## config.mk

```make
export PLATFORM = sky130hd
export DESIGN_NAME = debug_monitor_top
export DESIGN_NICKNAME = d
export VERILOG_FILES = /design/src/hdl/monitor_pkg.sv /design/src/hdl/frame_counter.sv /design/src/hdl/uart_rx.sv /design/src/hdl/uart_tx.sv /design/src/hdl/line_buffer.sv /design/src/hdl/reply_buffer.sv /design/src/hdl/monitor_fsm.sv /design/src/hdl/debug_monitor_top.sv
export SDC_FILE = /design/constraint.sdc
export NUM_CORES = 1
export LEC_CHECK = 0
export ABC_AREA = 1
export BUFFER_PORTS_ARGS = -buffer_cell sky130_fd_sc_hd__buf_2
export CORE_UTILIZATION = 63
export DETAILED_ROUTE_END_ITERATION = 10
export PLACE_DENSITY_LB_ADDON = 0.3
export SYNTH_ARGS = -nofsm -noshare
export SYNTH_HDL_FRONTEND = slang
export SYNTH_SLANG_ARGS = --single-unit
export TNS_END_PERCENT = 20
```

## constraint.sdc

```tcl
create_clock -name i_uart_clock -period 6.5 [get_ports i_uart_clock]
set_clock_uncertainty 0.1 [all_clocks]
set_input_delay 0.325 -clock i_uart_clock [delete_from_list [all_inputs] [get_ports i_uart_clock]]
set_output_delay 0.325 -clock i_uart_clock [all_outputs]
set_load 0.02 [all_outputs]
```

## src/hdl/monitor_pkg.sv

```systemverilog
package monitor_pkg;

	// Serial frame
	localparam int DATA_BITS = 8;
	localparam int FRAME_BITS = 10;   // Start, data, stop

	// Register port
	localparam int ADDR_WIDTH = 6;
	localparam int WORD_WIDTH = 16;

	// Buffers and line layout
	localparam int LINE_DEPTH = 32;
	localparam int REPLY_DEPTH = 17;  // Space plus one digit per word bit
	localparam int ADDR_FIRST_CHAR = 2;
	localparam int DATA_FIRST_CHAR = 9;

	typedef logic [DATA_BITS-1:0] char_t;
	typedef logic [ADDR_WIDTH-1:0] reg_addr_t;
	typedef logic [WORD_WIDTH-1:0] reg_word_t;
	typedef logic [$clog2(FRAME_BITS)-1:0] frame_pos_t;
	typedef logic [$clog2(LINE_DEPTH)-1:0] line_index_t;
	typedef logic [$clog2(REPLY_DEPTH + 1)-1:0] reply_index_t;

	// ASCII codes
	localparam char_t CHAR_CR = 8'd13;
	localparam char_t CHAR_SPACE = 8'd32;
	localparam char_t CHAR_ZERO = 8'd48;

	// Command letters, first character of a line
	localparam char_t CMD_STOP = "S";
	localparam char_t CMD_CONTINUE = "C";
	localparam char_t CMD_STEP = "+";
	localparam char_t CMD_READ_REG = "G";
	localparam char_t CMD_WRITE_REG = "W";

endpackage

```

## src/hdl/frame_counter.sv

```systemverilog
`timescale 1ns/10ps

module frame_counter (
	input  logic i_uart_clock,
	input  logic i_reset,
	input  logic i_start,
	output logic o_active,
	output monitor_pkg::frame_pos_t o_pos,
	output logic o_last
);

	// Position 0 is the cycle in which i_start is seen
	always_ff @(posedge i_uart_clock or posedge i_reset) begin
		if (i_reset) begin
			o_active <= 1'b0;
			o_pos <= '0;
		end else if (o_last) begin
			o_active <= 1'b0;
			o_pos <= '0;
		end else if (o_active) begin
			o_pos <= o_pos + 1'b1;
		end else if (i_start) begin
			o_active <= 1'b1;
			o_pos <= monitor_pkg::frame_pos_t'(1);
		end
	end

	assign o_last = o_active && (o_pos == monitor_pkg::frame_pos_t'(monitor_pkg::FRAME_BITS - 1));

endmodule

```

## src/hdl/uart_rx.sv

```systemverilog
`timescale 1ns/10ps

module uart_rx (
	input  logic i_uart_clock,
	input  logic i_reset,
	input  logic i_uart_rx,
	output monitor_pkg::char_t o_char,
	output logic o_char_valid
);

	logic rx_active;
	logic rx_last;
	logic start_bit;
	monitor_pkg::frame_pos_t rx_pos;
	monitor_pkg::char_t rx_shift;

	assign start_bit = !rx_active && !i_uart_rx;  // Falling line while idle

	frame_counter frame_counter_i (
		.i_uart_clock(i_uart_clock),
		.i_reset(i_reset),
		.i_start(start_bit),
		.o_active(rx_active),
		.o_pos(rx_pos),
		.o_last(rx_last)
	);

	// Data bits sit at positions 1 to 8, LSB first
	always_ff @(posedge i_uart_clock) begin
		if (rx_active && (rx_pos <= monitor_pkg::frame_pos_t'(monitor_pkg::DATA_BITS))) begin
			rx_shift <= {i_uart_rx, rx_shift[monitor_pkg::DATA_BITS-1:1]};
		end
	end

	assign o_char = rx_shift;
	assign o_char_valid = rx_last;  // Stop bit cycle, stop level not checked

endmodule

```

## src/hdl/uart_tx.sv

```systemverilog
`timescale 1ns/10ps

module uart_tx (
	input  logic i_uart_clock,
	input  logic i_reset,
	input  logic i_tx_req,
	input  monitor_pkg::char_t i_tx_char,
	output logic o_tx_ack,
	output logic o_uart_tx
);

	logic pending;
	logic accept;
	logic tx_active;
	logic tx_last;
	logic [2:0] bit_sel;
	monitor_pkg::frame_pos_t tx_pos;
	monitor_pkg::char_t tx_data;

	assign accept = i_tx_req && !o_tx_ack && !pending && !tx_active;

	always_ff @(posedge i_uart_clock or posedge i_reset) begin
		if (i_reset) begin
			pending <= 1'b0;
			o_tx_ack <= 1'b0;
		end else begin
			pending <= accept;  // One cycle of start bit
			if (tx_last)
				o_tx_ack <= 1'b1;
			else if (!i_tx_req)
				o_tx_ack <= 1'b0;  // Req has dropped
		end
	end

	always_ff @(posedge i_uart_clock) begin
		if (accept)
			tx_data <= i_tx_char;
	end

	frame_counter frame_counter_i (
		.i_uart_clock(i_uart_clock),
		.i_reset(i_reset),
		.i_start(pending),
		.o_active(tx_active),
		.o_pos(tx_pos),
		.o_last(tx_last)
	);

	assign bit_sel = 3'(tx_pos - 1'b1);

	always_comb begin
		if (pending)
			o_uart_tx = 1'b0;
		else if (tx_active && !tx_last)
			o_uart_tx = tx_data[bit_sel];
		else
			o_uart_tx = 1'b1;  // Stop bit and idle line
	end

endmodule

```

## src/hdl/line_buffer.sv

```systemverilog
`timescale 1ns/10ps

module line_buffer (
	input  logic i_uart_clock,
	input  logic i_reset,
	input  monitor_pkg::char_t i_char,
	input  logic i_char_valid,
	output monitor_pkg::char_t o_command,
	output monitor_pkg::reg_addr_t o_field_addr,
	output monitor_pkg::reg_word_t o_field_data,
	output logic o_line_done
);

	monitor_pkg::char_t line_mem [monitor_pkg::LINE_DEPTH];
	monitor_pkg::line_index_t wr_index;
	logic is_cr;

	assign is_cr = (i_char == monitor_pkg::CHAR_CR);

	always_ff @(posedge i_uart_clock or posedge i_reset) begin
		if (i_reset) begin
			wr_index <= '0;
			o_line_done <= 1'b0;
		end else begin
			o_line_done <= i_char_valid && is_cr;
			if (i_char_valid) begin
				if (is_cr)
					wr_index <= '0;  // Next line starts over
				else if (wr_index == monitor_pkg::line_index_t'(monitor_pkg::LINE_DEPTH - 1))
					wr_index <= '0;
				else
					wr_index <= wr_index + 1'b1;
			end
		end
	end

	always_ff @(posedge i_uart_clock) begin
		if (i_char_valid)
			line_mem[wr_index] <= i_char;
	end

	// Digit value is the low bit of its character, MSB first on the line
	always_comb begin
		for (int k = 0; k < monitor_pkg::ADDR_WIDTH; k++) begin
			o_field_addr[monitor_pkg::ADDR_WIDTH-1-k] = line_mem[monitor_pkg::ADDR_FIRST_CHAR + k][0];
		end
		for (int k = 0; k < monitor_pkg::WORD_WIDTH; k++) begin
			o_field_data[monitor_pkg::WORD_WIDTH-1-k] = line_mem[monitor_pkg::DATA_FIRST_CHAR + k][0];
		end
	end

	assign o_command = line_mem[0];

endmodule

```

## src/hdl/reply_buffer.sv

```systemverilog
`timescale 1ns/10ps

module reply_buffer (
	input  logic i_uart_clock,
	input  logic i_reset,
	input  monitor_pkg::char_t i_echo_char,
	input  logic i_load_echo,
	input  logic i_load_space,
	input  logic i_load_word,
	input  monitor_pkg::reg_word_t i_reply_word,
	output logic o_busy,
	output logic o_tx_req,
	output monitor_pkg::char_t o_tx_char,
	input  logic i_tx_ack
);

	monitor_pkg::char_t reply_mem [monitor_pkg::REPLY_DEPTH];
	monitor_pkg::reply_index_t rd_index;
	monitor_pkg::reply_index_t last_index;
	logic load_any;

	assign load_any = (i_load_echo || i_load_space || i_load_word) && !o_busy;  // Ignored while busy

	always_ff @(posedge i_uart_clock or posedge i_reset) begin
		if (i_reset) begin
			o_busy <= 1'b0;
			o_tx_req <= 1'b0;
			rd_index <= '0;
			last_index <= '0;
		end else if (load_any) begin
			o_busy <= 1'b1;
			rd_index <= '0;
			last_index <= i_load_word ? monitor_pkg::reply_index_t'(monitor_pkg::REPLY_DEPTH - 1) : '0;
		end else if (o_busy) begin
			if (o_tx_req && i_tx_ack) begin
				o_tx_req <= 1'b0;
				if (rd_index == last_index) begin
					o_busy <= 1'b0;
					rd_index <= '0;
				end else begin
					rd_index <= rd_index + 1'b1;
				end
			end else if (!o_tx_req && !i_tx_ack) begin
				o_tx_req <= 1'b1;  // Previous ack fully released
			end
		end
	end

	// Digits are always formatted, only a word load reads past slot 0
	always_ff @(posedge i_uart_clock) begin
		if (load_any) begin
			reply_mem[0] <= i_load_echo ? i_echo_char : monitor_pkg::CHAR_SPACE;
			for (int k = 0; k < monitor_pkg::WORD_WIDTH; k++) begin
				reply_mem[k + 1] <= monitor_pkg::CHAR_ZERO +
					monitor_pkg::char_t'(i_reply_word[monitor_pkg::WORD_WIDTH-1-k]);
			end
		end
	end

	assign o_tx_char = reply_mem[rd_index];

endmodule

```

## src/hdl/monitor_fsm.sv

```systemverilog
`timescale 1ns/10ps

module monitor_fsm (
	input  logic i_uart_clock,
	input  logic i_reset,
	input  logic i_char_valid,
	input  monitor_pkg::char_t i_char,
	input  logic i_line_done,
	input  monitor_pkg::char_t i_command,
	input  monitor_pkg::reg_addr_t i_field_addr,
	input  monitor_pkg::reg_word_t i_field_data,
	input  logic i_reply_busy,
	output logic o_load_echo,
	output logic o_load_space,
	output logic o_load_word,
	output monitor_pkg::reg_word_t o_reply_word,
	output logic o_stop,
	output logic o_continue,
	output logic o_step,
	output monitor_pkg::reg_addr_t o_step_count,
	output logic o_reg_req,
	output logic o_reg_we,
	output monitor_pkg::reg_addr_t o_reg_addr,
	output monitor_pkg::reg_word_t o_reg_wdata,
	input  logic i_reg_ack,
	input  monitor_pkg::reg_word_t i_reg_rdata
);

	typedef enum logic [2:0] {
		ST_IDLE,
		ST_DISPATCH,
		ST_REQUEST,
		ST_RELEASE,
		ST_REPLY
	} state_t;

	state_t state;
	logic is_reg_cmd;
	logic read_cmd;
	logic line_start;

	assign is_reg_cmd = (i_command == monitor_pkg::CMD_READ_REG) ||
		(i_command == monitor_pkg::CMD_WRITE_REG);
	assign line_start = (state == ST_IDLE) && i_line_done;

	always_ff @(posedge i_uart_clock or posedge i_reset) begin
		if (i_reset) begin
			state <= ST_IDLE;
			o_load_echo <= 1'b0;
			o_stop <= 1'b0;
			o_continue <= 1'b0;
			o_step <= 1'b0;
			o_reg_req <= 1'b0;
		end else begin
			o_load_echo <= i_char_valid && (i_char != monitor_pkg::CHAR_CR) && !i_reply_busy;
			o_stop <= line_start && (i_command == monitor_pkg::CMD_STOP);
			o_continue <= line_start && (i_command == monitor_pkg::CMD_CONTINUE);
			o_step <= line_start && (i_command == monitor_pkg::CMD_STEP);
			case (state)
				ST_IDLE: begin
					if (i_line_done) begin
						state <= ST_DISPATCH;
						o_reg_req <= is_reg_cmd;
					end
				end
				ST_DISPATCH: state <= o_reg_req ? ST_REQUEST : ST_REPLY;  // Pulse cycle
				ST_REQUEST: begin
					if (i_reg_ack) begin
						o_reg_req <= 1'b0;
						state <= ST_RELEASE;
					end
				end
				ST_RELEASE: if (!i_reg_ack) state <= ST_REPLY;
				ST_REPLY: if (!i_reply_busy) state <= ST_IDLE;
				default: state <= ST_IDLE;
			endcase
		end
	end

	// Request fields held from dispatch until the handshake ends
	always_ff @(posedge i_uart_clock) begin
		if (line_start) begin
			read_cmd <= (i_command == monitor_pkg::CMD_READ_REG);
			if (i_command == monitor_pkg::CMD_STEP)
				o_step_count <= i_field_addr;
			if (is_reg_cmd) begin
				o_reg_we <= (i_command == monitor_pkg::CMD_WRITE_REG);
				o_reg_addr <= i_field_addr;
				o_reg_wdata <= i_field_data;
			end
		end
		if ((state == ST_REQUEST) && i_reg_ack)
			o_reply_word <= i_reg_rdata;
	end

	assign o_load_space = (state == ST_REPLY) && !i_reply_busy && !read_cmd;
	assign o_load_word = (state == ST_REPLY) && !i_reply_busy && read_cmd;

endmodule

```

## src/hdl/debug_monitor_top.sv

```systemverilog
`timescale 1ns/10ps

module debug_monitor_top (
	input  logic i_uart_clock,
	input  logic i_reset,
	input  logic i_uart_rx,
	output logic o_uart_tx,
	output logic o_stop,
	output logic o_continue,
	output logic o_step,
	output monitor_pkg::reg_addr_t o_step_count,
	output logic o_reg_req,
	output logic o_reg_we,
	output monitor_pkg::reg_addr_t o_reg_addr,
	output monitor_pkg::reg_word_t o_reg_wdata,
	input  logic i_reg_ack,
	input  monitor_pkg::reg_word_t i_reg_rdata
);

	monitor_pkg::char_t rx_char;
	monitor_pkg::char_t command;
	monitor_pkg::char_t tx_char;
	monitor_pkg::reg_addr_t field_addr;
	monitor_pkg::reg_word_t field_data;
	monitor_pkg::reg_word_t reply_word;
	logic rx_char_valid;
	logic line_done;
	logic load_echo;
	logic load_space;
	logic load_word;
	logic reply_busy;
	logic tx_req;
	logic tx_ack;

	uart_rx uart_rx_i (
		.i_uart_clock(i_uart_clock),
		.i_reset(i_reset),
		.i_uart_rx(i_uart_rx),
		.o_char(rx_char),
		.o_char_valid(rx_char_valid)
	);

	line_buffer line_buffer_i (
		.i_uart_clock(i_uart_clock),
		.i_reset(i_reset),
		.i_char(rx_char),
		.i_char_valid(rx_char_valid),
		.o_command(command),
		.o_field_addr(field_addr),
		.o_field_data(field_data),
		.o_line_done(line_done)
	);

	monitor_fsm monitor_fsm_i (
		.i_uart_clock(i_uart_clock),
		.i_reset(i_reset),
		.i_char_valid(rx_char_valid),
		.i_char(rx_char),
		.i_line_done(line_done),
		.i_command(command),
		.i_field_addr(field_addr),
		.i_field_data(field_data),
		.i_reply_busy(reply_busy),
		.o_load_echo(load_echo),
		.o_load_space(load_space),
		.o_load_word(load_word),
		.o_reply_word(reply_word),
		.o_stop(o_stop),
		.o_continue(o_continue),
		.o_step(o_step),
		.o_step_count(o_step_count),
		.o_reg_req(o_reg_req),
		.o_reg_we(o_reg_we),
		.o_reg_addr(o_reg_addr),
		.o_reg_wdata(o_reg_wdata),
		.i_reg_ack(i_reg_ack),
		.i_reg_rdata(i_reg_rdata)
	);

	// Receiver still holds the character when the echo is loaded
	reply_buffer reply_buffer_i (
		.i_uart_clock(i_uart_clock),
		.i_reset(i_reset),
		.i_echo_char(rx_char),
		.i_load_echo(load_echo),
		.i_load_space(load_space),
		.i_load_word(load_word),
		.i_reply_word(reply_word),
		.o_busy(reply_busy),
		.o_tx_req(tx_req),
		.o_tx_char(tx_char),
		.i_tx_ack(tx_ack)
	);

	uart_tx uart_tx_i (
		.i_uart_clock(i_uart_clock),
		.i_reset(i_reset),
		.i_tx_req(tx_req),
		.i_tx_char(tx_char),
		.o_tx_ack(tx_ack),
		.o_uart_tx(o_uart_tx)
	);

endmodule

```

==> impl_results.md <==
* Post_cts resized at 0
* Critical path arrival at 2.16 ns
* Worst-path fanout max at 8
* Max IR drop VDD at 0.275 mV
* Final hold violations at 0
* Initial antenna violation count at 0
* Commonest non-fill, non-tap cells in the layout: edfxtp_1, nand2_1, inv_1, buf_2, nor2_1
* Slowest CP cell: dfrtp_1
* I/O pin count at 54
* Status: complete, but fails checks
* FMAX at 387 MHz
* Diodes inserted at 0
* Largest family of logic cells by synthesized area: simple AND/OR/NAND/NOR gates
* Fill cells at 495
* Power density cells at 379 nW/um^2
* Synth warn at 0
* Die area at 9700 sq um
* Max cap viols at 0
* Violated checks: DRC
* Mux contribution to synthesized area at 0
* Sink Count at 150
* Setup CP Type: reg -> out
* Fin worst setup slack at 3.91 ns
* Worst-Margin Slew at 1.15 ns
* Setup Viol. Count Final at 0
* # rows at 34
* XOR/XNOR share of the synthesized area at 0.0134
* Die height at 98.5 microns
* Synth Area in Compound Gates at 0.0358
* Startpoint types: flop
* First-pass GRT wire length at 17,200 microns
* Post-Synth Simple-Gate Area at 0.131
* DRC Markers at 3
* Adder-Cell Fraction of Synth Area at 0.0320
* Fin crit share at 0.398
* Unrepaired setup endpoints after global routing: no
* Vias per inst at 5.42
* Starting density of the core at 0.663
* CTS root buf: clkbuf_8
* Hold path start: monitor_fsm_i.o_reply_word[6]
* CP Cell Sequence: inv_1, ha_1, nor2_1, o21ai_0, o21ai_0, nand2_1, nand3_1, nand2_1, inv_1, buf_2
* Max stage delay on crit path at 0.47 ns
* Worst r2r path cells at 7
* Hold depth at 0
* Total gr overflow at 0
* Final wirelength at 10,500 microns
* Input/output buffers at 53
* Hold-fix buffers, CTS at 19
* Synth unique cells at 27
* Hpwl dp at 6440 microns
* CTS tree: built
* Clock Path Buffers at 2
* Commonest non-fill, non-tap cell in the layout: edfxtp_1
* DRT Pass-1 Iters at 11
* Vias at 3,618
* DRT iter0 DRCs at 309
* Post-Layout Inst Area at 7020 sq um
* FF+latch count, synth at 150
* Worst r2r src: line_buffer_i.line_mem[0][7]
* Worst-skew pair later-pin latency at 0.53 ns
* Slew Viols, Final at 0
* Synth-to-layout area growth at 19.7%
* P_leak at 0.00292 uW
* Cell Area, Synth at 5870 sq um
* Mean Syn Cell Area at 12.8 sq um
* Number of global-route vias before repair at 3,606
* TritonCTS Buffers at 17
* Die span in x at 98.5 microns
* Max_slew headroom at 0.229
* Hold Path Class: reg -> reg
* Seq/Total Area, Yosys at 0.739
* Dpl cell area at 6240 sq um
* Final hold slack at 0.312 ns
* Pre-CTS setup slack at 4.17 ns
* Core area at 8850 sq um
* Critical Path End Type: output pin
* Minimum clock period at 2.59 ns
* Post-synth net total at 494
* Worst-path clk slew at 0.06 ns
* RD Place Congestion at 0.838
* Setup TNS at 0 ns
* Largest net degree at the start of global routing at 35
* # H-tree levels at 4
* Worst Path Required at 6.07 ns
* CP startpoint: uart_tx_i.frame_counter_i.o_pos[0]
* Nets at 582
* Post-DRT Antenna Nets at 0
* Post-CTS Setup Inserts at 0
* DR WL/cell at 15.7 microns
* Layout cells sized above 1 at 0.168
* GRT Overall Usage at 0.241
* Syn Inst Count at 459
power breakdown:
| group | total [uW] | internal [uW] | switching [uW] |
|---|---|---|---|
| clock | 965 | 586 | 379 |
| combinational | 376 | 139 | 237 |
| sequential | 1320 | 1190 | 127 |
registers in the layout (all words and copies together), names as in the netlist, 3 cells and up:
register / count
monitor_fsm_i.o_step_count: 6
uart_tx_i.tx_data: 8
line_buffer_i.line_mem: 30
uart_rx_i.o_char: 8
uart_tx_i.frame_counter_i.o_pos: 4
line_buffer_i.wr_index: 5
monitor_fsm_i.o_reply_word: 16
reply_buffer_i.reply_mem: 24
o_reg_addr: 6
o_reg_wdata: 16
reply_buffer_i.rd_index: 5
uart_rx_i.frame_counter_i.o_pos: 4
monitor_fsm_i.state: 3
final timing paths:
kind	endpoint	slack, ns
max	o_uart_tx	3.91
min	reply_buffer_i.reply_mem[10][0]	0.31
max reg2reg	o_reg_wdata[4]	4.15
min reg2reg	reply_buffer_i.reply_mem[10][0]	0.31
max in group asynchronous	monitor_fsm_i.o_step	5.60
min in group asynchronous	line_buffer_i.wr_index[1]	0.35
cell families (layout without fill, tap and decap cells):
kind of cell,Yosys count,in the layout
AND/OR/NAND/NOR,176,176
flip-flops,150,150
buffers and inverters,70,171
AO/OA/AOI/OAI,39,39
adder cells (fa/ha/maj),15,15
XOR/XNOR,9,9
cell type report:
class / count / area (sq um) / share of cell area
sequential: 150 / 4330 / 0.617
multi-input combinational: 239 / 1250 / 0.177
timing repair buffer: 74 / 470 / 0.0670
clock buffer: 17 / 414 / 0.0590
inverter: 65 / 246 / 0.0351
clock inverter: 15 / 176 / 0.0251
tap: 108 / 135 / 0.0192
metrics by stage:
stage / util / cells / power, uW
4_1_cts: 0.794 / 668 / 2670
2_1_floorplan: - / 459 / 1580
5_1_grt: 0.794 / 668 / 2800
3_5_place_dp: 0.705 / 617 / 1700
6_report: 0.794 / 668 / 2660
3_3_place_gp: 0.705 / 617 / 1670
per-layer routing:
layer  up-vias  global-route usage  part of all wire
li1       1748                   -                 -
met4         0               0.101             0.022
met3        28              0.0723             0.046
met2       121               0.407              0.52
met1      1721               0.292              0.41
met5         -                   0                 0
cell usage after synthesis:
master    instances  share of area
edfxtp_1        116           0.59
nand2_1          67          0.043
inv_1            63          0.040
nor2_1           50          0.032
nand3_1          38          0.032
dfrtp_1          34           0.14
o21ai_0          21          0.018
ha_1             15          0.032
a21oi_1           9         0.0077
nor3_1            7         0.0060
o22ai_1           6         0.0064
xor2_1            6         0.0090
nand4_1           5         0.0053
buf_6             3         0.0058
xnor2_1           3         0.0045
a31oi_1           2         0.0021
buf_2             2         0.0017
nand2_2           2         0.0021
or2_1             2         0.0021
a32o_1            1         0.0017
inv_2             1        0.00064
inv_4             1         0.0011
nand3b_1          1         0.0013
nand4_2           1         0.0021
nor3b_1           1         0.0013
nor4_2            1         0.0021
or2_2             1         0.0011
critical path, delay by kind of cell, from the launching register on:
| kind | cells | cell delay, ns |
|---|---|---|
| flops | 1 | 0.47 |
| fa+ha+maj | 1 | 0.37 |
| buf+inv | 3 | 0.35 |
| simple gates | 4 | 0.29 |
| compound gates | 2 | 0.16 |
Power figures use the tool's default switching activity.
